File: config.mk
export PLATFORM = sky130hd
export DESIGN_NAME = reg_file
export DESIGN_NICKNAME = d
export VERILOG_FILES = /design/src/hw/core_pkg.sv /design/src/hw/reg_file.sv
export VERILOG_INCLUDE_DIRS = /design/src /design/src/include
export SDC_FILE = /design/constraint.sdc
export NUM_CORES = 2
export LEC_CHECK = 0
export BUFFER_PORTS_ARGS = -buffer_cell sky130_fd_sc_hd__buf_2
export CAP_MARGIN = 20
export CORE_MARGIN = 2
export CORE_UTILIZATION = 40
export DETAILED_ROUTE_END_ITERATION = 7
export PLACE_DENSITY = 0.64
export SKIP_LAST_GASP = 1
export SLEW_MARGIN = 20
export SYNTH_ARGS = -nofsm -noshare
export SYNTH_HDL_FRONTEND = slang
export SYNTH_SLANG_ARGS = --single-unit
File: constraint.sdc
create_clock -name clk -period 1.9 [get_ports clk]
set_input_delay 0 -clock clk [delete_from_list [all_inputs] [get_ports clk]]
set_output_delay 0 -clock clk [all_outputs]
set_load 0.05 [all_outputs]
File: src/include/cpu_config.svh
`ifndef CPU_CONFIG_SVH
`define CPU_CONFIG_SVH

// Datapath width
`define CPU_XLEN 32

// Register file geometry
`define CPU_REG_AW 5
`define CPU_NUM_REGS 32

// Instruction memory, word addressed
`define CPU_IMEM_AW 8
`define CPU_IMEM_DEPTH 256

// Data memory, word addressed
`define CPU_DMEM_AW 9
`define CPU_DMEM_DEPTH 512

`endif

File: src/hw/core_pkg.sv
`include "cpu_config.svh"

package core_pkg;

	// Data and byte addresses
	typedef logic [`CPU_XLEN-1:0] word_t;

	typedef logic [31:0] instr_t;

	typedef logic [`CPU_REG_AW-1:0] reg_idx_t;

	// Word addresses into the two memories
	typedef logic [`CPU_IMEM_AW-1:0] imem_addr_t;
	typedef logic [`CPU_DMEM_AW-1:0] dmem_addr_t;

endpackage

File: src/hw/reg_file.sv
`timescale 1ns/100ps
`include "cpu_config.svh"

module reg_file (
	input logic clk,
	input logic rst,
	input logic we,
	input core_pkg::reg_idx_t waddr,
	input core_pkg::word_t wdata,
	input core_pkg::reg_idx_t raddr1,
	input core_pkg::reg_idx_t raddr2,
	output core_pkg::word_t rdata1,
	output core_pkg::word_t rdata2
);

	core_pkg::word_t regs [`CPU_NUM_REGS];

	always_ff @(posedge clk) begin
		if (rst) begin
			for (int i = 0; i < `CPU_NUM_REGS; i++)
				regs[i] <= '0;
		end else if (we) begin
			regs[waddr] <= wdata;
		end
	end

	// No write-through, a same-cycle read sees the old value
	assign rdata1 = regs[raddr1];
	assign rdata2 = regs[raddr2];

endmodule

Yosys cells after proc, flatten, opt, wreduce, memory -nomap -nowiden --
Memory sizes are Yosys's and may differ from the RTL's. Index checks and enable logic that the tools add are counted.
Operators by class: mux-type cells 8, reduce and logical (&&, ||, !) cells 1
Operators by type and width (count):
- $mux W32 | 1
- $reduce_or A32 Y1 | 1
- $mux W1 | 6
- $mux W5 | 1
Word-level totals: flip-flop bits (word level) 0, memory bits (writable) 1024, bits of input ports 50, output and inout bits 64, word-level logic and storage cells 10, memories 1
Memories:
- regs | depth 32, bits a word 32, rd ports 2, clocked after Yosys merged registers in 0, wr ports 32, RTL line reg_file.sv:16 | core_pkg::word_t regs [`CPU_NUM_REGS];

Depth between registers and ports, before layout --
word-level depth 5, mapped depth 8, gate-level depth less buffers 5

Worst setup path after synthesis --
No wires, ideal clock.
kind input to register, from in rst, to mem regs[12][0] in the netlist's numbering, enable pin, library setup time 0.375 ns, arrival 1.277 ns, required time 1.525 ns, setup slack 0.248 ns, stages 5, buffers on the path 1, cells stage by stage nand2b_1 > or3_1 > buf_6 > nor2_8 > or2_2
RTL lines:
- start: declaration | RTL line reg_file.sv:6 | input logic rst,
- end: declaration | RTL line reg_file.sv:16

==> run_results.csv <==
group,metric,value,unit
routing,viasPerCell,6.016,
die,fp.dieH,379.7,µm
final_layout,fillers,12270,
pwr,p_leak,26.49,nW
setup_path,critical_path_class,"flop to output port",
sta,rsz0062_at_grt,"yes",
cts,clk_pin_slew,70,ps
setup_path,crit_required,1900,ps
global_routing,grt_pass1_wl,285.6,mm
job,max-cap-violations,0,
die,fp.dieArea,144200,µm²
setup_path,critPathArrivalTime,2250,ps
synthesis,yosysUniqueCellTypes,31,
pwr,p_int,41.07,mW
routing,vias,40880,
synthesis,syn_inst,4640,
sta,min_period,2255,ps
synthesis,yosys_warnings,0,
synthesis,synthesis.area,56470,µm²
sta,max_freq,0.4435,GHz
sta,period_share,118.7,%
synthesis,yosysMostFrequentCell,"and2_1",
place,dp_slack,-42.73,ps
global_routing,antenna_found_initial,29,
final_layout,area_growth,19.36,%
cts,clockRootBuffer,"clkbuf_16",
place,io_buffers,113,
synthesis,synthTopCellsByCount,"and2_1 (1026), edfxtp_1 (1024), mux2i_1 (1024)",
routing,dr.pass1.iters,7,
global_routing,grt_usage,27.18,%
final_layout,fin_util,48.19,%
routing,drtAntennaViolNets,0,
pwr,vdd_drop_max,0.7510,mV
final_layout,reg.largest.list,"regs x1024",
final_layout,largest_reg_flops,1024,
pwr,powerDensity,834.9,nW/µm²
final_layout,largest_register,"regs",
final_layout,drive_above_1_share,17.70,%
sta,finalSetupTns,-13790,ps
sta,setup_violations,64,
outcome,status,"finished, violations left",
place,place.gp.congestion,0.8687,
pwr,p_comb_share,15.8,%
pwr,p_sw,15.20,mW
routing,drt-wirelength-per-cell,29.63,µm
sta,worst_slew_pin_slew,632.6,ps
outcome,violations,"negative setup slack",
place,hpwl,125.2,mm
synthesis,synth_fp_nets,4690,
setup_path,cp-end-kind,"output port",
pwr,pwr-share-seq,47.5,%
cts,cts_buffer_depth,3,
final_layout,fin_nets,4881,
setup_path,path_max_fanout,2,
die,coreArea,139900,µm²
cts,cts_buffers,108,
global_routing,grt-ovfl-total,0,
synthesis,synth-main-ff-cell,"edfxtp_1",
synthesis,synth_edf_count,1024,
cts,cts_sinks,1024,
die,die_w,379.7,µm
routing,postRouteWirelength,201.3,mm
synthesis,syn_area_per_cell,12.17,µm²
synthesis,ys_seq_area_share,54.45,%
routing,drtIter0Drc,5198,
synthesis,synth_top_cell_area_share,54.45,%
pwr,swShare,27.01,%
sta,final.setup.worst_slack,-355.0,ps
global_routing,grt_pass1_vias,40490,
global_routing,grt_max_degree,52,
routing,drc,0,
sta,slew_violations,0,
sta,slew_headroom,57.82,%
synthesis,netlist_top_cells_area,"edfxtp_1 (54%), mux2i_1 (18%), and2_1 (11%), a22oi_1 (2.6%), a22o_1 (2.0%)",
synthesis,synthArstFlopShare,0,%
pwr,power.share.clock,36.7,%
sta,final_hold_viol_count,0,
synthesis,yosys.area.top_type,"edfxtp_1",
die,boundaryPins,114,
setup_path,critPathLaunchType,"flop",
die,rows,137,
synthesis,synth-seq-cells,1024,
die,initial_core_util,40.37,%
cts,htreeDepth,3,
cts,cts_tree,"yes",
worst_hold_path,min_path_type,"input port to flop",
## worst max-delay path, stage by stage, from the launching register on
cell	delay, ps
edfxtp_1	360
mux2i_1	80
a22o_1	240
nor3_2	460
a31oi_4	90
nand3_2	130
buf_8	150
## cell families after synthesis
kind of cell | after synthesis | synth area share [%]
and+or+nand+nor | 1568 | 16.11
muxes | 1024 | 18.15
DFF | 1024 | 54.45
AOI/OAI and AO/OA | 576 | 6.949
buffers and inverters | 448 | 4.338
## power by group through the flow
stage               Clock [mW]  Combinational (mW)  Sequential (mW)
finish                    20.6                8.91             26.7
global route              21.6                9.24             26.9
global placement             0                8.07             27.1
floorplan                    0                4.65             27.0
CTS                       20.7                8.71             26.7
detailed placement           0                8.14             27.2
## layout make-up
cell class              instances  area, µm²  share of cell area [%]
clock inverters                57      455.4                  0.6757
flip-flops and latches       1024      30750                   45.62
clock buffers                 131       2853                   4.232
multi-input cells            3168      24650                   36.57
repair buffers                529       6327                   9.387
diodes                          9      22.52                 0.03341
well taps                    1876       2347                   3.482
## cells in the final DEF (no fill, tap or decap), drive strengths merged
| cell | n |
|---|---|
| nor2 | 36 |
| nand2b | 5 |
| diode | 9 |
| nand3 | 194 |
| a22oi | 192 |
| dlygate4sd3 | 32 |
| a22o | 128 |
| inv | 3 |
| nand2 | 196 |
| and2 | 1026 |
| buf | 497 |
| a21oi | 192 |
| a31oi | 64 |
| clkinv | 43 |
| edfxtp | 1024 |
| clkinvlp | 4 |
| and2b | 1 |
| or2 | 34 |
| nor3 | 64 |
| bufinv | 7 |
| or3 | 2 |
| mux2i | 1024 |
| clkbuf | 131 |
| nand3b | 4 |
| or3b | 2 |
| nor2b | 4 |
## metal layers
metal | wire length (µm) | GRT usage (%) | vias up | share of wire (%)
li1 | - | - | 17400 | -
met1 | 80490 | 36.63 | 20530 | 40
met2 | 91590 | 42.61 | 2407 | 45
met3 | 19310 | 4.651 | 538 | 9.6
met4 | 9894 | 12.91 | 4 | 4.9
met5 | 24 | 0 | - | 0.012
## worst paths after layout
kind / start / end / slack [ps] / cells after the start
max: regs[7][8]$_SDFFCE_PN0P_ / rdata2[8] / -350 / 6
min: rst / regs[21][1]$_SDFFCE_PN0P_ / 170 / 3
## stage by stage
step / hold slack [ps] / area, µm² / total power [mW] / instances
global placement: 614.9 / 62370 / 35.16 / 6578
finish: 171.8 / 67400 / 56.27 / 6794
CTS: 92.44 / 67150 / 56.13 / 6787
detailed placement: 625.8 / 62370 / 35.31 / 6578
global route: 151.6 / 67390 / 57.69 / 6789
floorplan: 198.2 / 56470 / 31.62 / 4640
## what timing repair did
item / CTS / global route
gates resized for setup: 249 / 43
hold buffers: 32 / 0
setup buffers: 2 / 0
pin swaps: 114 / 94
setup endpoints to repair: 64 / 64
hold endpoints to repair: 1024 / 0
No activity file was read; power rests on OpenSTA's default activity.
