$ cat config.mk
export PLATFORM = sky130hd
export DESIGN_NAME = decode_unit
export DESIGN_NICKNAME = d
export VERILOG_FILES = /design/src/hw/core_pkg.sv /design/src/hw/isa_pkg.sv /design/src/hw/decode_unit.sv
export VERILOG_INCLUDE_DIRS = /design/src /design/src/include
export SDC_FILE = /design/constraint.sdc
export NUM_CORES = 1
export LEC_CHECK = 0
export BUFFER_PORTS_ARGS = -buffer_cell sky130_fd_sc_hd__buf_2
export CAP_MARGIN = 5
export CELL_PAD_IN_SITES_DETAIL_PLACEMENT = 0
export CELL_PAD_IN_SITES_GLOBAL_PLACEMENT = 1
export CORE_ASPECT_RATIO = 0.8
export CORE_MARGIN = 1.5
export CORE_UTILIZATION = 28
export DETAILED_ROUTE_END_ITERATION = 16
export PLACE_DENSITY_LB_ADDON = 0.1
export SLEW_MARGIN = 20
export SYNTH_ARGS = -nofsm -noshare
export SYNTH_HDL_FRONTEND = slang
export SYNTH_SLANG_ARGS = --single-unit
$ cat constraint.sdc
create_clock -name vclk -period 4.2
set_input_delay 0.84 -clock vclk [all_inputs]
set_output_delay 0.84 -clock vclk [all_outputs]
set_load 0.05 [all_outputs]
$ cat src/include/cpu_config.svh
`ifndef CPU_CONFIG_SVH
`define CPU_CONFIG_SVH

// Datapath width
`define CPU_XLEN 32

// Register file geometry
`define CPU_REG_AW 5
`define CPU_NUM_REGS 32

// Instruction memory, word addressed
`define CPU_IMEM_AW 8
`define CPU_IMEM_DEPTH 256

// Data memory, word addressed
`define CPU_DMEM_AW 9
`define CPU_DMEM_DEPTH 512

`endif

$ cat src/hw/core_pkg.sv
`include "cpu_config.svh"

package core_pkg;

	// Data and byte addresses
	typedef logic [`CPU_XLEN-1:0] word_t;

	typedef logic [31:0] instr_t;

	typedef logic [`CPU_REG_AW-1:0] reg_idx_t;

	// Word addresses into the two memories
	typedef logic [`CPU_IMEM_AW-1:0] imem_addr_t;
	typedef logic [`CPU_DMEM_AW-1:0] dmem_addr_t;

endpackage

$ cat src/hw/isa_pkg.sv
package isa_pkg;

	typedef logic [5:0] opcode_t; // Primary opcode, instr[31:26]
	typedef logic [5:0] funct_t; // R-type function, instr[5:0]
	typedef logic [3:0] alu_op_t;

	localparam opcode_t OP_RTYPE = 6'b000000;
	localparam opcode_t OP_ANDI = 6'b000001;
	localparam opcode_t OP_BEQ = 6'b000100;
	localparam opcode_t OP_BNE = 6'b000101;
	localparam opcode_t OP_ADDI = 6'b001000;
	localparam opcode_t OP_SLTI = 6'b001010;
	localparam opcode_t OP_ORI = 6'b001101;
	localparam opcode_t OP_XORI = 6'b001111;
	localparam opcode_t OP_LW = 6'b010111; // Nonstandard load opcode
	localparam opcode_t OP_SW = 6'b101011;

	localparam funct_t FN_ADD = 6'b100000;
	localparam funct_t FN_SUB = 6'b100010;
	localparam funct_t FN_AND = 6'b100100;
	localparam funct_t FN_OR = 6'b100101;
	localparam funct_t FN_XOR = 6'b100110;
	localparam funct_t FN_NOR = 6'b100111;
	localparam funct_t FN_SLT = 6'b101010;

	// Code 0010 is unused
	localparam alu_op_t ALU_ADD = 4'b0000;
	localparam alu_op_t ALU_SUB = 4'b0001;
	localparam alu_op_t ALU_AND = 4'b0011;
	localparam alu_op_t ALU_OR = 4'b0100;
	localparam alu_op_t ALU_SLT = 4'b0101;
	localparam alu_op_t ALU_NOR = 4'b0110;
	localparam alu_op_t ALU_XOR = 4'b0111;

endpackage

$ cat src/hw/decode_unit.sv
`timescale 1ns/100ps

module decode_unit (
	input core_pkg::instr_t instr,
	output isa_pkg::alu_op_t alu_op,
	output logic alu_src_imm,
	output logic reg_write,
	output logic mem_read,
	output logic mem_write,
	output logic mem_to_reg,
	output logic branch_eq,
	output logic branch_ne,
	output logic re_rs,
	output logic re_rt,
	output core_pkg::reg_idx_t dest
);

	isa_pkg::opcode_t opcode;
	isa_pkg::funct_t funct;
	logic rtype_ok; // Known R-type function
	logic imm_alu;
	logic write_en;

	assign opcode = instr[31:26];
	assign funct = instr[5:0];

	always_comb begin
		rtype_ok = 1'b1;
		case (opcode)
			isa_pkg::OP_RTYPE: begin
				case (funct)
					isa_pkg::FN_ADD: alu_op = isa_pkg::ALU_ADD;
					isa_pkg::FN_SUB: alu_op = isa_pkg::ALU_SUB;
					isa_pkg::FN_AND: alu_op = isa_pkg::ALU_AND;
					isa_pkg::FN_OR: alu_op = isa_pkg::ALU_OR;
					isa_pkg::FN_XOR: alu_op = isa_pkg::ALU_XOR;
					isa_pkg::FN_NOR: alu_op = isa_pkg::ALU_NOR;
					isa_pkg::FN_SLT: alu_op = isa_pkg::ALU_SLT;
					default: begin
						alu_op = isa_pkg::ALU_ADD;
						rtype_ok = 1'b0;
					end
				endcase
			end
			isa_pkg::OP_SLTI: alu_op = isa_pkg::ALU_SLT;
			isa_pkg::OP_ANDI: alu_op = isa_pkg::ALU_AND;
			isa_pkg::OP_ORI: alu_op = isa_pkg::ALU_OR;
			isa_pkg::OP_XORI: alu_op = isa_pkg::ALU_XOR;
			isa_pkg::OP_BEQ, isa_pkg::OP_BNE: alu_op = isa_pkg::ALU_SUB; // Compare by subtract
			default: alu_op = isa_pkg::ALU_ADD; // addi, lw, sw and unknown
		endcase
	end

	assign imm_alu = opcode inside {isa_pkg::OP_ADDI, isa_pkg::OP_SLTI, isa_pkg::OP_ANDI,
		isa_pkg::OP_ORI, isa_pkg::OP_XORI};

	assign mem_read = (opcode == isa_pkg::OP_LW);
	assign mem_write = (opcode == isa_pkg::OP_SW);
	assign mem_to_reg = mem_read;
	assign branch_eq = (opcode == isa_pkg::OP_BEQ);
	assign branch_ne = (opcode == isa_pkg::OP_BNE);
	assign alu_src_imm = imm_alu || mem_read || mem_write; // Address = rs + imm

	// Sources
	assign re_rs = (opcode == isa_pkg::OP_RTYPE) || alu_src_imm || branch_eq || branch_ne;
	assign re_rt = (opcode == isa_pkg::OP_RTYPE) || mem_write || branch_eq || branch_ne;

	// rd for R-type, rt for loads and immediates
	assign write_en = ((opcode == isa_pkg::OP_RTYPE) && rtype_ok) || imm_alu || mem_read;
	assign dest = !write_en ? '0 : (opcode == isa_pkg::OP_RTYPE) ? instr[15:11] : instr[20:16];
	assign reg_write = write_en && (dest != '0);

endmodule

Word level (Yosys, flattened, before mapping)
Cells that the tools add are included.
- equality and inequality tests: 16
- muxes and demuxes: 6
- reduce and logical (&&, ||, !) cells: 17
- operator list (cell ; number):
    $eq A6 B6 Y1 const B ; 8
    $eq A6 B4 Y1 const B ; 4
    $pmux W4 S6 ; 1
    $pmux W3 S6 ; 1
    $eq A6 B3 Y1 const B ; 2
    $logic_or A1 B1 Y1 ; 10
    $mux W5 ; 2
    $reduce_bool A5 Y1 ; 2
    $reduce_or A7 Y1 ; 1
    $eq A6 B1 Y1 const B ; 1
    $eq A6 B5 Y1 const B ; 1
    $logic_not A6 Y1 ; 1
    $logic_and A1 B1 Y1 ; 2
    $mux W1 ; 2
    $reduce_or A2 Y1 ; 1
- register bits after elaboration: 0
- logic and storage cells: 39

Logic depth before layout (Yosys ltp)
- word-level depth: 10
- depth in mapped cells: 6

Worst setup path before layout
OpenSTA, ideal clock, no wires.
- path kind: input to output
- start: input port instr[27]
- end: output port dest[4]
- data arrival time: 2.763 ns
- required time: 3.360 ns
- path slack: 0.597 ns
- cell stages on the path: 5
- path buffers: 1
- path through: buf_6 > o41ai_4 > nor3_4 > o21ba_2 > o21ai_0
- cells in the longest elaborated chain, start to end: 6
- RTL lines (element ; RTL line ; source):
    start: declaration ; decode_unit.sv:4 ; input core_pkg::instr_t instr,
    branches (longest 5 deep; another with $eq A6 B4 Y1) ; n/a ;
    $mux W5 * ; decode_unit.sv:70 ; assign dest = !write_en ? '0 : (opcode == isa_pkg::OP_RTYPE) ? instr[15:11] : instr[20:16];
    end: declaration ; decode_unit.sv:15 ; output core_pkg::reg_idx_t dest
Every way passes the cells marked *.

Final worst setup path
- start: input port instr[27]
- end: output port reg_write
- cells in the longest elaborated chain, start to end: 8
- RTL lines (element ; RTL line ; source):
    branches (longest 7 deep; another with $eq A6 B4 Y1) ; n/a ;
    $logic_and A1 B1 Y1 * ; decode_unit.sv:71 ; assign reg_write = write_en && (dest != '0);
    end: declaration ; decode_unit.sv:7 ; output logic reg_write,
Marks and branches as above.

==> results.md <==
STA:
- The time the final worst path needs with I/O delays and setup is 3.30 ns.
- The number of failing setup endpoints in the final timing report is 0.
- After routing, the total negative slack on setup checks comes to 0 ns.
- The number of failing hold endpoints at the final stage is 0.
- Derived from the worst setup path, the maximum achievable clock frequency is around 300 MHz.
- The share of the clock period used by the worst path is 78.6%.
- The number of max-slew violations in the final report is 0.
- Setup repair after global routing left no endpoint under its margin.
- The final setup slack of the worst path is 0.900 ns.

Hold path:
- The class of the tightest hold or removal check is in -> out.
- The endpoint of the worst hold-timing path is dest[4].
- Counting instances, the worst hold path has a depth of 4.
- The worst hold path begins at instr[15].

Drt:
- The residual antenna-violating net count after detailed routing is 0.
- The via count of the routed design is 670.
- The first-pass iteration count of the detailed router is 4.
- The detail-routed net length per standard cell is 11.2 microns.
- Using the TritonRoute via totals, the vias-per-cell ratio works out to 4.89.
- The detailed-route DRC error count is 0.
- The first-iteration detailed-routing DRC count is 8.
- The routed design has 1530 microns of wire.

Critical path:
- The critical path in this run is classified as in -> out.
- The stage delay of the slowest cell on the critical path is 0.43 ns.
- STA classifies the critical path endpoint as an output port.
- In this run the worst path has a maximum fanout of 12.
- Data on the critical path arrives at its endpoint at approximately 2.5 ns.
- Broken down by cell family, the worst path's largest delay share belongs to simple AND/OR/NAND/NOR gates.
- The most numerous cell on the critical path is buf_2.
- The critical path's slowest cell is nor3b_4.
- The buffer and inverter count on the worst path is 2.
- At the worst endpoint, the required time is 3.36 ns.
- The type of origin of the critical path is an input port.
- The launching element of the worst setup path is instr[27].
- The critical path goes through buf_2 -> nor3_1 -> nor3b_4 -> nand2_2 -> a2bb2oi_2 -> a41oi_2 -> buf_2.

Global routing:
- Global routing used 13.9% of the available tracks.
- The largest net degree at the start of global routing is 13.
- The number of global-route vias before repair is between 500 and 600.
- For this run the aggregate overflow at the end of global routing stands at 0.
- The global-route wire length before repair is 2590 microns.
- The initial antenna violation count came to 0.

Synth:
- The number of instances in the synthesized netlist is 81.
- After synthesis the cells add up to 577 sq um.
- The post-synthesis net count is 113.
- The most common cell in the synthesized netlist is nor2_1.
- The distinct cell type count after synthesis is 44.
- The share of synthesized area occupied by flip-flops and latches is 0%.
- nor2_1 takes more of the synthesized area than any other cell.
- The count of warnings emitted by yosys is 0.
- By count the netlist is led by nor2_1 (13), a21oi_1 (6), nand2_1 (6).
- In the post-synthesis netlist, the biggest area contributors are nor2_1 (8.5%), buf_6 (5.9%), nor3_4 (5.6%).
- The average instance area after synthesis is slightly above 7 sq um.
- The synthesized design devotes to its leading area cell type 8.46% of total area.

Die:
- Once the floorplan was initialized, standard cells occupied 30.2% of the core.
- The floorplan step defined a core boundary enclosing approximately 0.0019 sq mm.
- The number of top-level pins is 50.
- The vertical extent of the die is about 44 microns.
- The horizontal extent of the die is around 54 microns.
- The full die area is roughly 0.0023 sq mm.
- The number of core rows is 14.

Outcome:
- The run finished with clean final reports.

Placement:
- The HPWL after detailed placement is around 1300 microns.
- The placer congestion estimate is 0.737.
- The number of I/O port buffers is 39.
- Once placement completed, the tool counted placed cells totaling 137.
- Timing analysis after detailed placement gives a worst setup slack of 0.888 ns.

Clocking:
- The setup fix buffers added after clock tree synthesis is 0.
- The number of resized instances in the post-cts repair step is 0.
- The number of buffers inserted for hold repair after clock tree synthesis is 0.

Finish:
- 0 antenna diodes ended up in the layout.
- The sequential cell area in the final layout is 0 sq um.
- The layout cell share with drive strength beyond 1 is 49.6%.
- The layout filler cell count is 235.
- For this run, the post-layout net count is around 150.
- The total number of sequential cells is 0.
- The number of non-filler instances in the completed layout is 137.
- The synthesis-to-layout area growth is 28.0%.
- The count of clock buffers in the final design is 0.

Power and ir drop:
- The total power density per cell area is about 110 mW/mm^2.
- The worst-case vdd ir drop is between 0.00004 and 0.00005 V.
- The total leakage power is 0.000365 uW.

Run:
- Across the run, the number of max-cap violations was 0.
[through the flow]
| step | hold slack (ns) | cell area (sq um) | util, % | total power, uW |
|---|---|---|---|---|
| after floorplan | 1.86 | 577 | - | 59.1 |
| final | 2.11 | 738 | 38.7 | 78.8 |
| after global placement | 2.09 | 738 | 38.7 | 79.2 |
| after global routing | 2.14 | 738 | 38.7 | 86.1 |
| after detailed placement | 2.10 | 738 | 38.7 | 79.2 |
| after CTS | 2.10 | 738 | 38.7 | 79.5 |
[power by group]
part,switching [uW],internal (uW),total [uW]
combinational,51.8,27.0,78.8
sequential,0,0,0
clock,0,0,0
[worst max-delay path by stage]
stage / end / slack, ns / cells after the start
after detailed placement: reg_write / 0.89 / 7
after floorplan: dest[4] / 0.60 / 5
final: reg_write / 0.90 / 7
after global placement: reg_write / 0.90 / 7
after CTS: reg_write / 0.89 / 7
after global routing: reg_write / 0.73 / 7
[worst min-delay path, stage by stage]
cell	delay (ns)
buf_2	0.11
nand2_1	0.05
o21ai_0	0.06
buf_2	0.21
[cell usage in the layout, fill, tap and decap left out, drive strengths merged, types with 2 or more instances in the layout]
| cell | instances |
|---|---|
| nand2b | 5 |
| or3 | 2 |
| a22oi | 2 |
| nor3 | 4 |
| and2b | 2 |
| or2 | 3 |
| and3 | 2 |
| nor2 | 13 |
| a21oi | 6 |
| buf | 39 |
| inv | 2 |
| nand2 | 7 |
| o21ai | 3 |
| nor3b | 2 |
[layout make-up]
cell class | instances | area, sq um | share of cell area (%)
Inverter | 2 | 7.51 | 1.02
Multi-Input combinational cell | 72 | 505 | 68.5
Timing Repair Buffer | 39 | 195 | 26.4
Tap cell | 24 | 30.0 | 4.07
[kinds of logic (layout without fill, tap and decap cells)]
kind of cell	Yosys count	count (layout)	synth area share (%)
other cells	1	1	0.650
compound gates	21	21	31.5
simple gates	49	49	53.8
mux	1	1	1.74
buf+inv	9	41	12.4
[routing by layer]
metal | up-vias | GRT usage [%] | share of wire (%)
met5 | - | 0 | 0
met4 | 0 | 0 | 0
met3 | 0 | 0 | 4.2
met2 | 15 | 21.2 | 44
met1 | 297 | 23.1 | 52
li1 | 358 | - | -
Note: power is estimated with default switching activity, not from simulation.
