`src/include/cpu_config.svh`:
```
`ifndef CPU_CONFIG_SVH
`define CPU_CONFIG_SVH

// Datapath width
`define CPU_XLEN 32

// Register file geometry
`define CPU_REG_AW 5
`define CPU_NUM_REGS 32

// Instruction memory, word addressed
`define CPU_IMEM_AW 8
`define CPU_IMEM_DEPTH 256

// Data memory, word addressed
`define CPU_DMEM_AW 9
`define CPU_DMEM_DEPTH 512

`endif

```
`src/hw/core_pkg.sv`:
```
`include "cpu_config.svh"

package core_pkg;

	// Data and byte addresses
	typedef logic [`CPU_XLEN-1:0] word_t;

	typedef logic [31:0] instr_t;

	typedef logic [`CPU_REG_AW-1:0] reg_idx_t;

	// Word addresses into the two memories
	typedef logic [`CPU_IMEM_AW-1:0] imem_addr_t;
	typedef logic [`CPU_DMEM_AW-1:0] dmem_addr_t;

endpackage

```
`src/hw/isa_pkg.sv`:
```
package isa_pkg;

	typedef logic [5:0] opcode_t; // Primary opcode, instr[31:26]
	typedef logic [5:0] funct_t; // R-type function, instr[5:0]
	typedef logic [3:0] alu_op_t;

	localparam opcode_t OP_RTYPE = 6'b000000;
	localparam opcode_t OP_ANDI = 6'b000001;
	localparam opcode_t OP_BEQ = 6'b000100;
	localparam opcode_t OP_BNE = 6'b000101;
	localparam opcode_t OP_ADDI = 6'b001000;
	localparam opcode_t OP_SLTI = 6'b001010;
	localparam opcode_t OP_ORI = 6'b001101;
	localparam opcode_t OP_XORI = 6'b001111;
	localparam opcode_t OP_LW = 6'b010111; // Nonstandard load opcode
	localparam opcode_t OP_SW = 6'b101011;

	localparam funct_t FN_ADD = 6'b100000;
	localparam funct_t FN_SUB = 6'b100010;
	localparam funct_t FN_AND = 6'b100100;
	localparam funct_t FN_OR = 6'b100101;
	localparam funct_t FN_XOR = 6'b100110;
	localparam funct_t FN_NOR = 6'b100111;
	localparam funct_t FN_SLT = 6'b101010;

	// Code 0010 is unused
	localparam alu_op_t ALU_ADD = 4'b0000;
	localparam alu_op_t ALU_SUB = 4'b0001;
	localparam alu_op_t ALU_AND = 4'b0011;
	localparam alu_op_t ALU_OR = 4'b0100;
	localparam alu_op_t ALU_SLT = 4'b0101;
	localparam alu_op_t ALU_NOR = 4'b0110;
	localparam alu_op_t ALU_XOR = 4'b0111;

endpackage

```
`src/hw/alu.sv`:
```
`timescale 1ns/100ps

module alu (
	input core_pkg::word_t a,
	input core_pkg::word_t b,
	input isa_pkg::alu_op_t op,
	output core_pkg::word_t result,
	output logic zero
);

	always_comb begin
		case (op)
			isa_pkg::ALU_ADD: result = a + b;
			isa_pkg::ALU_SUB: result = a - b;
			isa_pkg::ALU_AND: result = a & b;
			isa_pkg::ALU_OR: result = a | b;
			isa_pkg::ALU_XOR: result = a ^ b;
			isa_pkg::ALU_NOR: result = ~(a | b);
			isa_pkg::ALU_SLT: begin
				// Signed compare, result is 0 or 1
				result = ($signed(a) < $signed(b)) ? core_pkg::word_t'(1) : '0;
			end
			default: result = '0;
		endcase
	end

	// Branch compare uses SUB, so zero means equal
	assign zero = (result == '0);

endmodule

```
`config.mk`:
```
export PLATFORM = sky130hd
export DESIGN_NAME = alu
export DESIGN_NICKNAME = d
export VERILOG_FILES = /design/src/hw/core_pkg.sv /design/src/hw/isa_pkg.sv /design/src/hw/alu.sv
export VERILOG_INCLUDE_DIRS = /design/src /design/src/include
export SDC_FILE = /design/constraint.sdc
export NUM_CORES = 1
export LEC_CHECK = 0
export ABC_AREA = 0
export CAP_MARGIN = 15
export CORE_MARGIN = 2
export CORE_UTILIZATION = 65
export DETAILED_ROUTE_END_ITERATION = 8
export DONT_BUFFER_PORTS = 1
export MAX_ROUTING_LAYER = met4
export PLACE_DENSITY = 0.83
export SYNTH_ARGS = -nofsm -noshare
export SYNTH_HDL_FRONTEND = slang
export SYNTH_SLANG_ARGS = --single-unit
export TNS_END_PERCENT = 100
```
`constraint.sdc`:
```
create_clock -name vclk -period 5.6
set_input_delay 1.12 -clock vclk [all_inputs]
set_output_delay 1.12 -clock vclk [all_outputs]
set_load 0.03 [all_outputs]
```
After elaboration in Yosys (flattened, before gate mapping)
Index checks and enable logic that the tools add are counted.
Word-level totals
  bits in registers: 0
  logic and storage cells: 17
  input port bits: 68
Cells by class
  bitwise operators: 4
  reduce and logical (&&, ||, !) cells: 2
  order comparisons: 1
  add/subtract/negate cells: 2
  equal/unequal tests: 6
  mux-type cells: 2
Operators by type and width (number)
  $pmux 32 s7: 1
  $add 32x32->32: 1
  $and 32x32->32: 1
  $logic_not 32->1: 1
  $lt 32x32->1: 1
  $not 32->32: 1
  $or 32x32->32: 1
  $sub 32x32->32: 1
  $xor 32x32->32: 1
  $eq 4x3->1 const B: 4
  $eq 4x1->1 const B: 1
  $eq 4x2->1 const B: 1
  $logic_not 4->1: 1
  $mux 1: 1

Longest topological paths before layout
Gate-level depths: netlist (run 1).
  word-level depth: 4
  gate-level depth with buffers: 14
  depth with buffers taken out: 14

Worst setup path before layout (run 1)
No wires, ideal clock.
  path type: input port to output port
  start: in a[0]
  end: out zero
  data required time: 4.480 ns
  arrival time: 4.808 ns
  cell stages on the path: 14
  path buffers: 0
  setup slack: -0.328 ns
  cells stage by stage: inv_1 > ha_1 > fa_1 > or2_1 > a2111o_1 > a2111oi_2 > nor3_1 > a211oi_1 > o221ai_1 > nor4b_1 > nand4b_1 > nor4_1 > nand4_1 > nor4_2
Between the ends
  elaborated cells between the ends (all ways): 10
  classes of those cells: add/sub: 2; order compare: 1; mux: 2; bitwise: 4; reduce/logical: 1
RTL lines
  start: declaration: line alu.sv:4  | input core_pkg::word_t a,
  $sub 32x32->32 or $add 32x32->32 (tied branches): line alu.sv:14, alu.sv:13
  $pmux 32 s7 (*): line alu.sv:12  | case (op)
  named net result[14]: line alu.sv:7  | output core_pkg::word_t result,
  $logic_not 32->1 (*): line alu.sv:28  | assign zero = (result == '0);
  end: declaration: line alu.sv:8  | output logic zero
The timed path passes the listed nets; every way through them passes the cells marked *.

Final worst setup path (run 1)
  start: in b[14]
  end: out zero
Between the ends
  word-level cells in the longest chain between the ends: 4
  elaborated cells between the ends (all ways): 10
  classes of those cells: add/sub: 2; order compare: 1; mux: 2; bitwise: 4; reduce/logical: 1
Ends and longest elaborated chain
  start: declaration: line alu.sv:5  | input core_pkg::word_t b,
  $lt 32x32->1 or $or 32x32->32 (tied branches): line alu.sv:21, alu.sv:16, alu.sv:18
  $mux 1 or $not 32->32 (tied branches): line alu.sv:21, alu.sv:18
  $pmux 32 s7 (*): line alu.sv:12
  $logic_not 32->1 (*): line alu.sv:28
Every way passes the cells marked *; elsewhere a longest branch is shown, timed or not.

==> flow_summary.toml, run 1 <==
[power]
total_power_mw = 0.808
p_per_area_nw_per_um2 = 116
ir_worst_vdd_mv = 0.0635
static-leakage-power_nw = 3.24

[die]
core-area_um2 = 8760
start_util = 0.672
dieArea_um2 = 9840
rows = 34
ioPinCount = 101
die_h_um = 99.2
die_width_um = 99.2

[sta]
timing.fmax_ghz = 0.172
min_period_ns = 5.81
worst_pin_slew_ns = 0.616
setup_tns_ns = -0.212
rsz0062_at_grt = "yes"
slew_viol_final = 0
setup_violations = 1
finalCritPeriodShare = 1.04
layout_setup_ws_ns = -0.212
relSlewSlack = 0.587
timing_hold_violations_final = 0

[global_route]
grt_pass1_wl_mm = 35.5
grt-ovfl-total = 0
grt.total_usage = 0.448
antenna_found_initial = 0
grt_max_degree = 49
grt_pass1_vias = 7463

[flow_run]
maxCapViolations = 0

[placement]
gp_congestion = 1.10
io_buffers = 0
hpwl_mm = 17.8

[clocking]
ctsHoldBuffers = 0

[critical_path]
path_common_cell = "inv_1"
critPathSlowestCell = "a221oi_1"
critPathBufInv = 3
cp.arrival_ns = 4.69
path_cells = "inv_1 -> ha_1 -> inv_1 -> a21oi_1 -> o31ai_1 -> a221oi_1 -> o21ai_4 -> a211oi_4 -> mux2i_1 -> or4b_4 -> nor4_2 -> nand4_1 -> nor4_4 -> buf_4"
critical_path.top_delay_family = "compound AO/OA/AOI/OAI gates"
worstPathMaxFanout = 8
cp-start-kind = "input pin"
crit_type = "in2out"
cp-end-kind = "output port"
slowest_delay_ns = 0.57
required_ns = 4.48
startpoint = "b[14]"

[cells_and_area]
seq_area_um2 = 0
final_util = 0.794
seq_cell_count = 0
n_antenna_cell = 0
drive_gt1_frac = 0.189
syn_to_final_growth_pct = 18.1
final.clkbuf_count = 0
nets = 1136
n_fill_cell = 650

[synthesis]
yosys_warnings = 0
syn_inst = 880
ys_top_cells_by_area = "ha_1 22%, a21oi_1 6.5%, inv_1 6.2%"
synth_nets = 1055
synth_top_area_share = 0.223
synth_seq_area_share = 0
netlist_area_um2 = 5890
synth_largest_area_cell = "ha_1"
netlist_top_cells_count = "105 x ha_1, 97 x inv_1, 77 x a21oi_1"
yosysUniqueCellTypes = 76
synth.most_common_cell = "ha_1"
synth.avg_cell_area_um2 = 6.69

[run_status]
violations = "negative setup slack"
status = "finished, violations left"

[drt]
drt_iter0_markers = 886
antenna_left = 0
viasPerCell = 7.08
vias = 7558
drt_pass1_iterations = 8
drc = 0
post_drt_wl_per_cell_um = 21.0
wl_mm = 22.4

[hold_path]
min-delay-start = "op[3]"
hp-class = "in2out"
cells by family after synthesis:
kind of cell               synth area share
buffers and inverters                 0.103
adders and majority gates             0.230
muxes                                0.0215
xor gates and xnor gates             0.0535
and+or+nand+nor                       0.230
AOI/OAI and AO/OA                     0.362
layout make-up:
| cell class | instances | area (um^2) | area share |
|---|---|---|---|
| inverter | 97 | 377 | 0.0542 |
| multi-input combinational | 726 | 5420 | 0.780 |
| tap | 108 | 135 | 0.0194 |
| timing repair buffer | 136 | 1020 | 0.147 |
cells in the final DEF (no fill, tap or decap), types with 18 or more instances in the layout:
cell | Yosys | routed
a21oi_1 | 77 | 76
a22oi_1 | 18 | 18
buf_4 | 2 | 136
ha_1 | 105 | 104
inv_1 | 97 | 96
nand2_1 | 56 | 56
nor2_1 | 66 | 66
nor3_1 | 26 | 24
o21ai_0 | 58 | 54
xnor2_1 | 36 | 36
path summary, 6_finish.rpt:
| path | to | slack, ns | cells after the start |
|---|---|---|---|
| min | result[1] | 2.46 | 2 |
| max | zero | -0.21 | 14 |
per-layer routing:
metal / GRT usage / share of wire / vias up
li1: - / - / 3360
met1: 0.552 / 0.37 / 3415
met2: 0.700 / 0.43 / 619
met3: 0.0703 / 0.13 / 164
met4: 0.246 / 0.065 / 0
met5: - / 0 / -
report_power, final:
part           switching, mW  internal (mW)
sequential                 0              0
combinational          0.478          0.329
clock                      0              0
stage by stage:
stage,cells,hold WS [ns],cell area [um^2],worst slack (ns)
floorplan,880,2.64,5960,-0.0412
global route,1067,2.46,6950,-0.274
finish,1067,2.46,6950,-0.212
CTS,1067,2.45,6940,-0.0797
detailed placement,1063,2.45,6860,-0.339
global placement,1063,2.45,6860,-0.217
timing repair:
item / in CTS / in global routing
pin swaps: 14 / 0
endpoints found under the hold margin: 0 / 0
gates resized for setup: 10 / 5
endpoints found under the setup margin: 1 / 4
setup buffers: 4 / 0
(Power assumes the default switching activity.)
==> run 2: changes to the inputs <==
--- a/config.mk
+++ b/config.mk
@@ -9,11 +9,11 @@
 export ABC_AREA = 0
 export CAP_MARGIN = 15
 export CORE_MARGIN = 2
-export CORE_UTILIZATION = 65
+export CORE_UTILIZATION = 45
 export DETAILED_ROUTE_END_ITERATION = 8
 export DONT_BUFFER_PORTS = 1
 export MAX_ROUTING_LAYER = met4
-export PLACE_DENSITY = 0.83
+export PLACE_DENSITY = 0.62
 export SYNTH_ARGS = -nofsm -noshare
 export SYNTH_HDL_FRONTEND = slang
 export SYNTH_SLANG_ARGS = --single-unit
==> run 2 against run 1 <==
Against the previous run:
- fmax decreased by 0.78%
- critical path depth did not move
- power increased by 1.4%
- design area grew 3.5%
- flip-flop and latch count unchanged
- final cell count up 7.9%
- hold slack lost 0.0074 ns
- global-route usage fell by 12 points
- the flow still finishes with violations (negative setup slack)
- setup slack got worse by 0.046 ns
- critical endpoint unchanged
==> flow_summary.toml, run 2 (same netlist as run 1, synthesis figures left out) <==
[drt]
antenna_left = 0
drt_iter0_markers = 649
viasPerCell = 6.21
drc = 0
post_drt_wl_per_cell_um = 20.1
vias = 7150
wl_mm = 23.1
drt_pass1_iterations = 5

[die]
start_util = 0.463
die_h_um = 118
core-area_um2 = 12700
ioPinCount = 101
die_width_um = 118
dieArea_um2 = 14000
rows = 41

[critical_path]
worstPathMaxFanout = 3
cp.arrival_ns = 4.74
worst-path-stages = 14
cp-start-kind = "input pin"
path_cells = "inv_1 -> ha_1 -> o21ba_2 -> or4_1 -> a211oi_4 -> o21ai_2 -> o21ai_2 -> a211oi_4 -> mux2i_1 -> or4b_4 -> nor4_2 -> nand4_1 -> nor4_4 -> buf_4"
critical_path.top_delay_family = "simple AND/OR/NAND/NOR gates"
required_ns = 4.48
slowest_delay_ns = 0.53
cp-end-kind = "output port"
crit_type = "in2out"
critPathBufInv = 2
critPathSlowestCell = "or4b_4"

[sta]
timing.fmax_ghz = 0.171
relSlewSlack = 0.572
setup_tns_ns = -0.257
finalCritPeriodShare = 1.05
whs_ns = 2.45
slew_viol_final = 0
worst_pin_slew_ns = 0.641
rsz0062_at_grt = "yes"
layout_setup_ws_ns = -0.257
setup_violations = 1
min_period_ns = 5.86
timing_hold_violations_final = 0

[hold_path]
hp-class = "in2out"
hold_path_depth = 2

[power]
pwr-share-clk = 0
total_power_mw = 0.819
p_comb_frac = 1.000
p_per_area_nw_per_um2 = 114
ir_worst_vdd_mv = 0.0667
internal-power_mw = 0.344
static-leakage-power_nw = 3.35
pwr-share-seq = 0
power_switching_mw = 0.476
sw_frac_of_total = 0.581

[placement]
io_buffers = 0
placed_cells_incl_taps = 1150
dpl-instance-area_um2 = 7110
hpwl_mm = 18.7
gp_congestion = 1.02

[cells_and_area]
nets = 1156
post-route-cell-area_um2 = 7200
n_fill_cell = 1314
mostFrequentLayoutCell = "buf_4"
n_antenna_cell = 0
final.clkbuf_count = 0
finalNonFillerCells = 1151
seq_area_um2 = 0
seq_cell_count = 0
final_cell_mix = "156 x buf_4, 104 x ha_1, 96 x inv_1"
syn_to_final_growth_pct = 22.3
drive_gt1_frac = 0.210

[run_status]
violations = "negative setup slack"
status = "finished, violations left"

[global_route]
antenna_found_initial = 0
grt_max_degree = 49
grt_pass1_vias = 6947
grt.total_usage = 0.324
grt_pass1_wl_mm = 36.6
grt-ovfl-total = 0

[clocking]
ctsHoldBuffers = 0

[flow_run]
maxCapViolations = 0
run 2: changes by cell type in the layout (fill, tap and decap cells not counted), moves of 2 or more:
cell     previous run  this run
buf_4             136       156
o41ai_1             2         0
o21ai_1             6         4
o21ai_2             1         3
o41ai_2             0         2
run 2: metal layers:
| layer | global-route usage | vias up | routed length, um |
|---|---|---|---|
| met2 | 0.544 | 328 | 10800 |
| met3 | 0.0241 | 39 | 1920 |
| met4 | 0.0528 | 0 | 377 |
| met5 | - | - | 0 |
| li1 | - | 3407 | - |
| met1 | 0.433 | 3376 | 10000 |
run 2: final timing paths:
path	slack, ns	start	to
setup / recovery	-0.26	a[1]	zero
hold / removal	2.45	op[3]	result[1]
run 2: repair_timing:
| item | CTS | global route |
|---|---|---|
| buffers inserted | 1 | 0 |
| endpoints found under the setup margin | 1 | 5 |
| resized for setup | 12 | 5 |
| pin swaps | 10 | 0 |
run 2: power by group through the flow:
stage | registers [mW] | logic [mW] | clock network (mW)
after floorplan | 0 | 0.515 | 0
after global placement | 0 | 0.786 | 0
after detailed placement | 0 | 0.793 | 0
after CTS | 0 | 0.805 | 0
after global routing | 0 | 0.882 | 0
final | 0 | 0.819 | 0
run 2: area by class of cell:
| type | count | area [um^2] | share of cell area |
|---|---|---|---|
| Inverter | 97 | 377 | 0.0523 |
| Timing Repair Buffer | 156 | 1170 | 0.163 |
| Tap cell | 172 | 215 | 0.0299 |
| Multi-Input combinational cell | 726 | 5440 | 0.755 |
run 2: per-stage QoR:
stage,util,setup slack (ns)
finish,0.566,-0.257
detailed placement,0.559,-0.528
floorplan,-,-0.0412
global route,0.566,-0.392
CTS,0.565,-0.249
global placement,0.559,-0.412
==> run 3: changes to the inputs <==
--- a/config.mk
+++ b/config.mk
@@ -6,7 +6,7 @@
 export SDC_FILE = /design/constraint.sdc
 export NUM_CORES = 1
 export LEC_CHECK = 0
-export ABC_AREA = 0
+export ABC_AREA = 1
 export CAP_MARGIN = 15
 export CORE_MARGIN = 2
 export CORE_UTILIZATION = 45
==> run 3 against run 2 <==
Against the previous run:
- the run now ends clean
- die area is 16% higher
- flip-flop and latch count did not move
- critical endpoint unchanged
- global-route usage down 1.4 points
==> flow_summary.toml, run 3 <==
[die]
dieArea_um2 = 16200
start_util = 0.455
core-area_um2 = 15000
ioPinCount = 101
rows = 45
die_h_um = 127
die_width_um = 127

[drt]
viasPerCell = 5.46
drc = 0
vias = 8376
antenna_left = 0
post_drt_wl_per_cell_um = 16.6
drt_pass1_iterations = 5
wl_mm = 25.4
drt_iter0_markers = 826

[power]
power_switching_mw = 0.490
pwr-share-clk = 0
p_comb_frac = 1.000
p_per_area_nw_per_um2 = 97.4
sw_frac_of_total = 0.722
static-leakage-power_nw = 4.34
internal-power_mw = 0.189
pwr-share-seq = 0
ir_worst_vdd_mv = 0.0439

[critical_path]
cp.arrival_ns = 3.92
required_ns = 4.48
crit_type = "in2out"
worstPathMaxFanout = 9
cp-end-kind = "output port"
cp-start-kind = "input pin"

[sta]
min_period_ns = 5.04
timing.fmax_ghz = 0.199
timing_hold_violations_final = 0
setup_tns_ns = 0
worst_pin_slew_ns = 1.14
slew_viol_final = 0
relSlewSlack = 0.239
layout_setup_ws_ns = 0.565
setup_violations = 0
rsz0062_at_grt = "no"
finalCritPeriodShare = 0.899

[global_route]
grt_max_degree = 32
antenna_found_initial = 0
grt_pass1_vias = 7318
grt.total_usage = 0.310
grt-ovfl-total = 0
grt_pass1_wl_mm = 38.7

[cells_and_area]
nets = 1524
seq_area_um2 = 0
multi_input_area_um2 = 5520
syn_to_final_growth_pct = 1.92
seq_cell_count = 0
final_cell_mix = "461 x nand2_1, 289 x inv_1, 128 x nor2_1"
n_antenna_cell = 0
final.clkbuf_count = 0
n_fill_cell = 1780
drive_gt1_frac = 0.0379
mostFrequentLayoutCell = "nand2_1"

[synthesis]
ys_top_cells_by_area = "nand2_1 25%, ha_1 19%, inv_1 16%"
synth.most_common_cell = "nand2_1"
yosys_warnings = 0
syn_inst = 1372
yosysUniqueCellTypes = 38
synth_largest_area_cell = "nand2_1"
synth_nets = 1547
netlist_top_cells_count = "461 x nand2_1, 289 x inv_1, 128 x nor2_1"
synth_seq_area_share = 0
synth_top_area_share = 0.253
netlist_area_um2 = 6840
synth.avg_cell_area_um2 = 4.99

[placement]
hpwl_mm = 21.4
gp_congestion = 1.00
io_buffers = 0
post-place-ws_ns = 0.640

[flow_run]
maxCapViolations = 0

[clocking]
post_cts_buffers = 0
cts_resized = 0
ctsHoldBuffers = 0

[run_status]
status = "complete, no violations"

[hold_path]
hp-class = "in2out"
run 3: cell types whose count changed in the layout (fill, tap and decap cells not counted), sizes merged, moves of 17 or more:
cell / change
nor2: +73
xnor2: -36
nand3: +111
o21ai: -17
inv: +199
buf: -141
a22oi: -18
nor4: -17
nand2: +410
run 3: critical path, stage by stage:
cell	delay, ns
inv_1	0.02
ha_1	0.45
nor2_2	0.27
inv_1	0.10
nor2_1	0.23
nand2_1	0.14
nor2_1	0.16
nand2_1	0.16
nand3_1	0.11
nand2_1	0.05
nand3_1	0.06
nand3_1	0.30
nor2_1	0.19
nand2_1	0.09
nor2_1	0.11
nand2_1	0.08
nor2_2	0.28
run 3: cell families after synthesis:
group,Yosys count,share of synthesized area
AO/OA/AOI/OAI,163,0.142
AND/OR/NAND/NOR,765,0.464
adder cells (fa/ha/maj),107,0.198
XOR/XNOR,1,0.00128
buffers and inverters,336,0.195
run 3: per-stage QoR:
stage / hold WS, ns / cells / instance area, um^2 / power (mW) / util
2_1_floorplan: 2.53 / 1372 / 6840 / 0.498 / -
3_3_place_gp: 2.63 / 1535 / 6970 / 0.658 / 0.464
3_5_place_dp: 2.64 / 1535 / 6970 / 0.658 / 0.464
4_1_cts: 2.64 / 1535 / 6970 / 0.661 / 0.464
5_1_grt: 2.67 / 1535 / 6970 / 0.747 / 0.464
6_report: 2.65 / 1535 / 6970 / 0.679 / 0.464
run 3: final cells by class:
class | count | share of cell area
multi-input combinational | 1036 | 0.791
inverter | 296 | 0.159
tap | 188 | 0.0337
timing repair buffer | 15 | 0.0161
run 3: path summary, 6_finish.rpt:
check / start / endpoint / slack (ns) / cells after the start
hold / removal: op[1] / result[0] / 2.65 / 3
setup / recovery: a[18] / zero / 0.56 / 17
run 3: routing by layer:
layer / routed length [um] / global-route usage
met5: 0 / -
met4: 408 / 0.0407
met3: 2670 / 0.0394
met2: 10600 / 0.473
met1: 11700 / 0.447
run 3: power by group through the flow:
stage	Clock (mW)	Combinational [mW]	Sequential, mW
3_5_place_dp	0	0.658	0
5_1_grt	0	0.747	0
6_report	0	0.679	0
4_1_cts	0	0.661	0
2_1_floorplan	0	0.498	0
3_3_place_gp	0	0.658	0
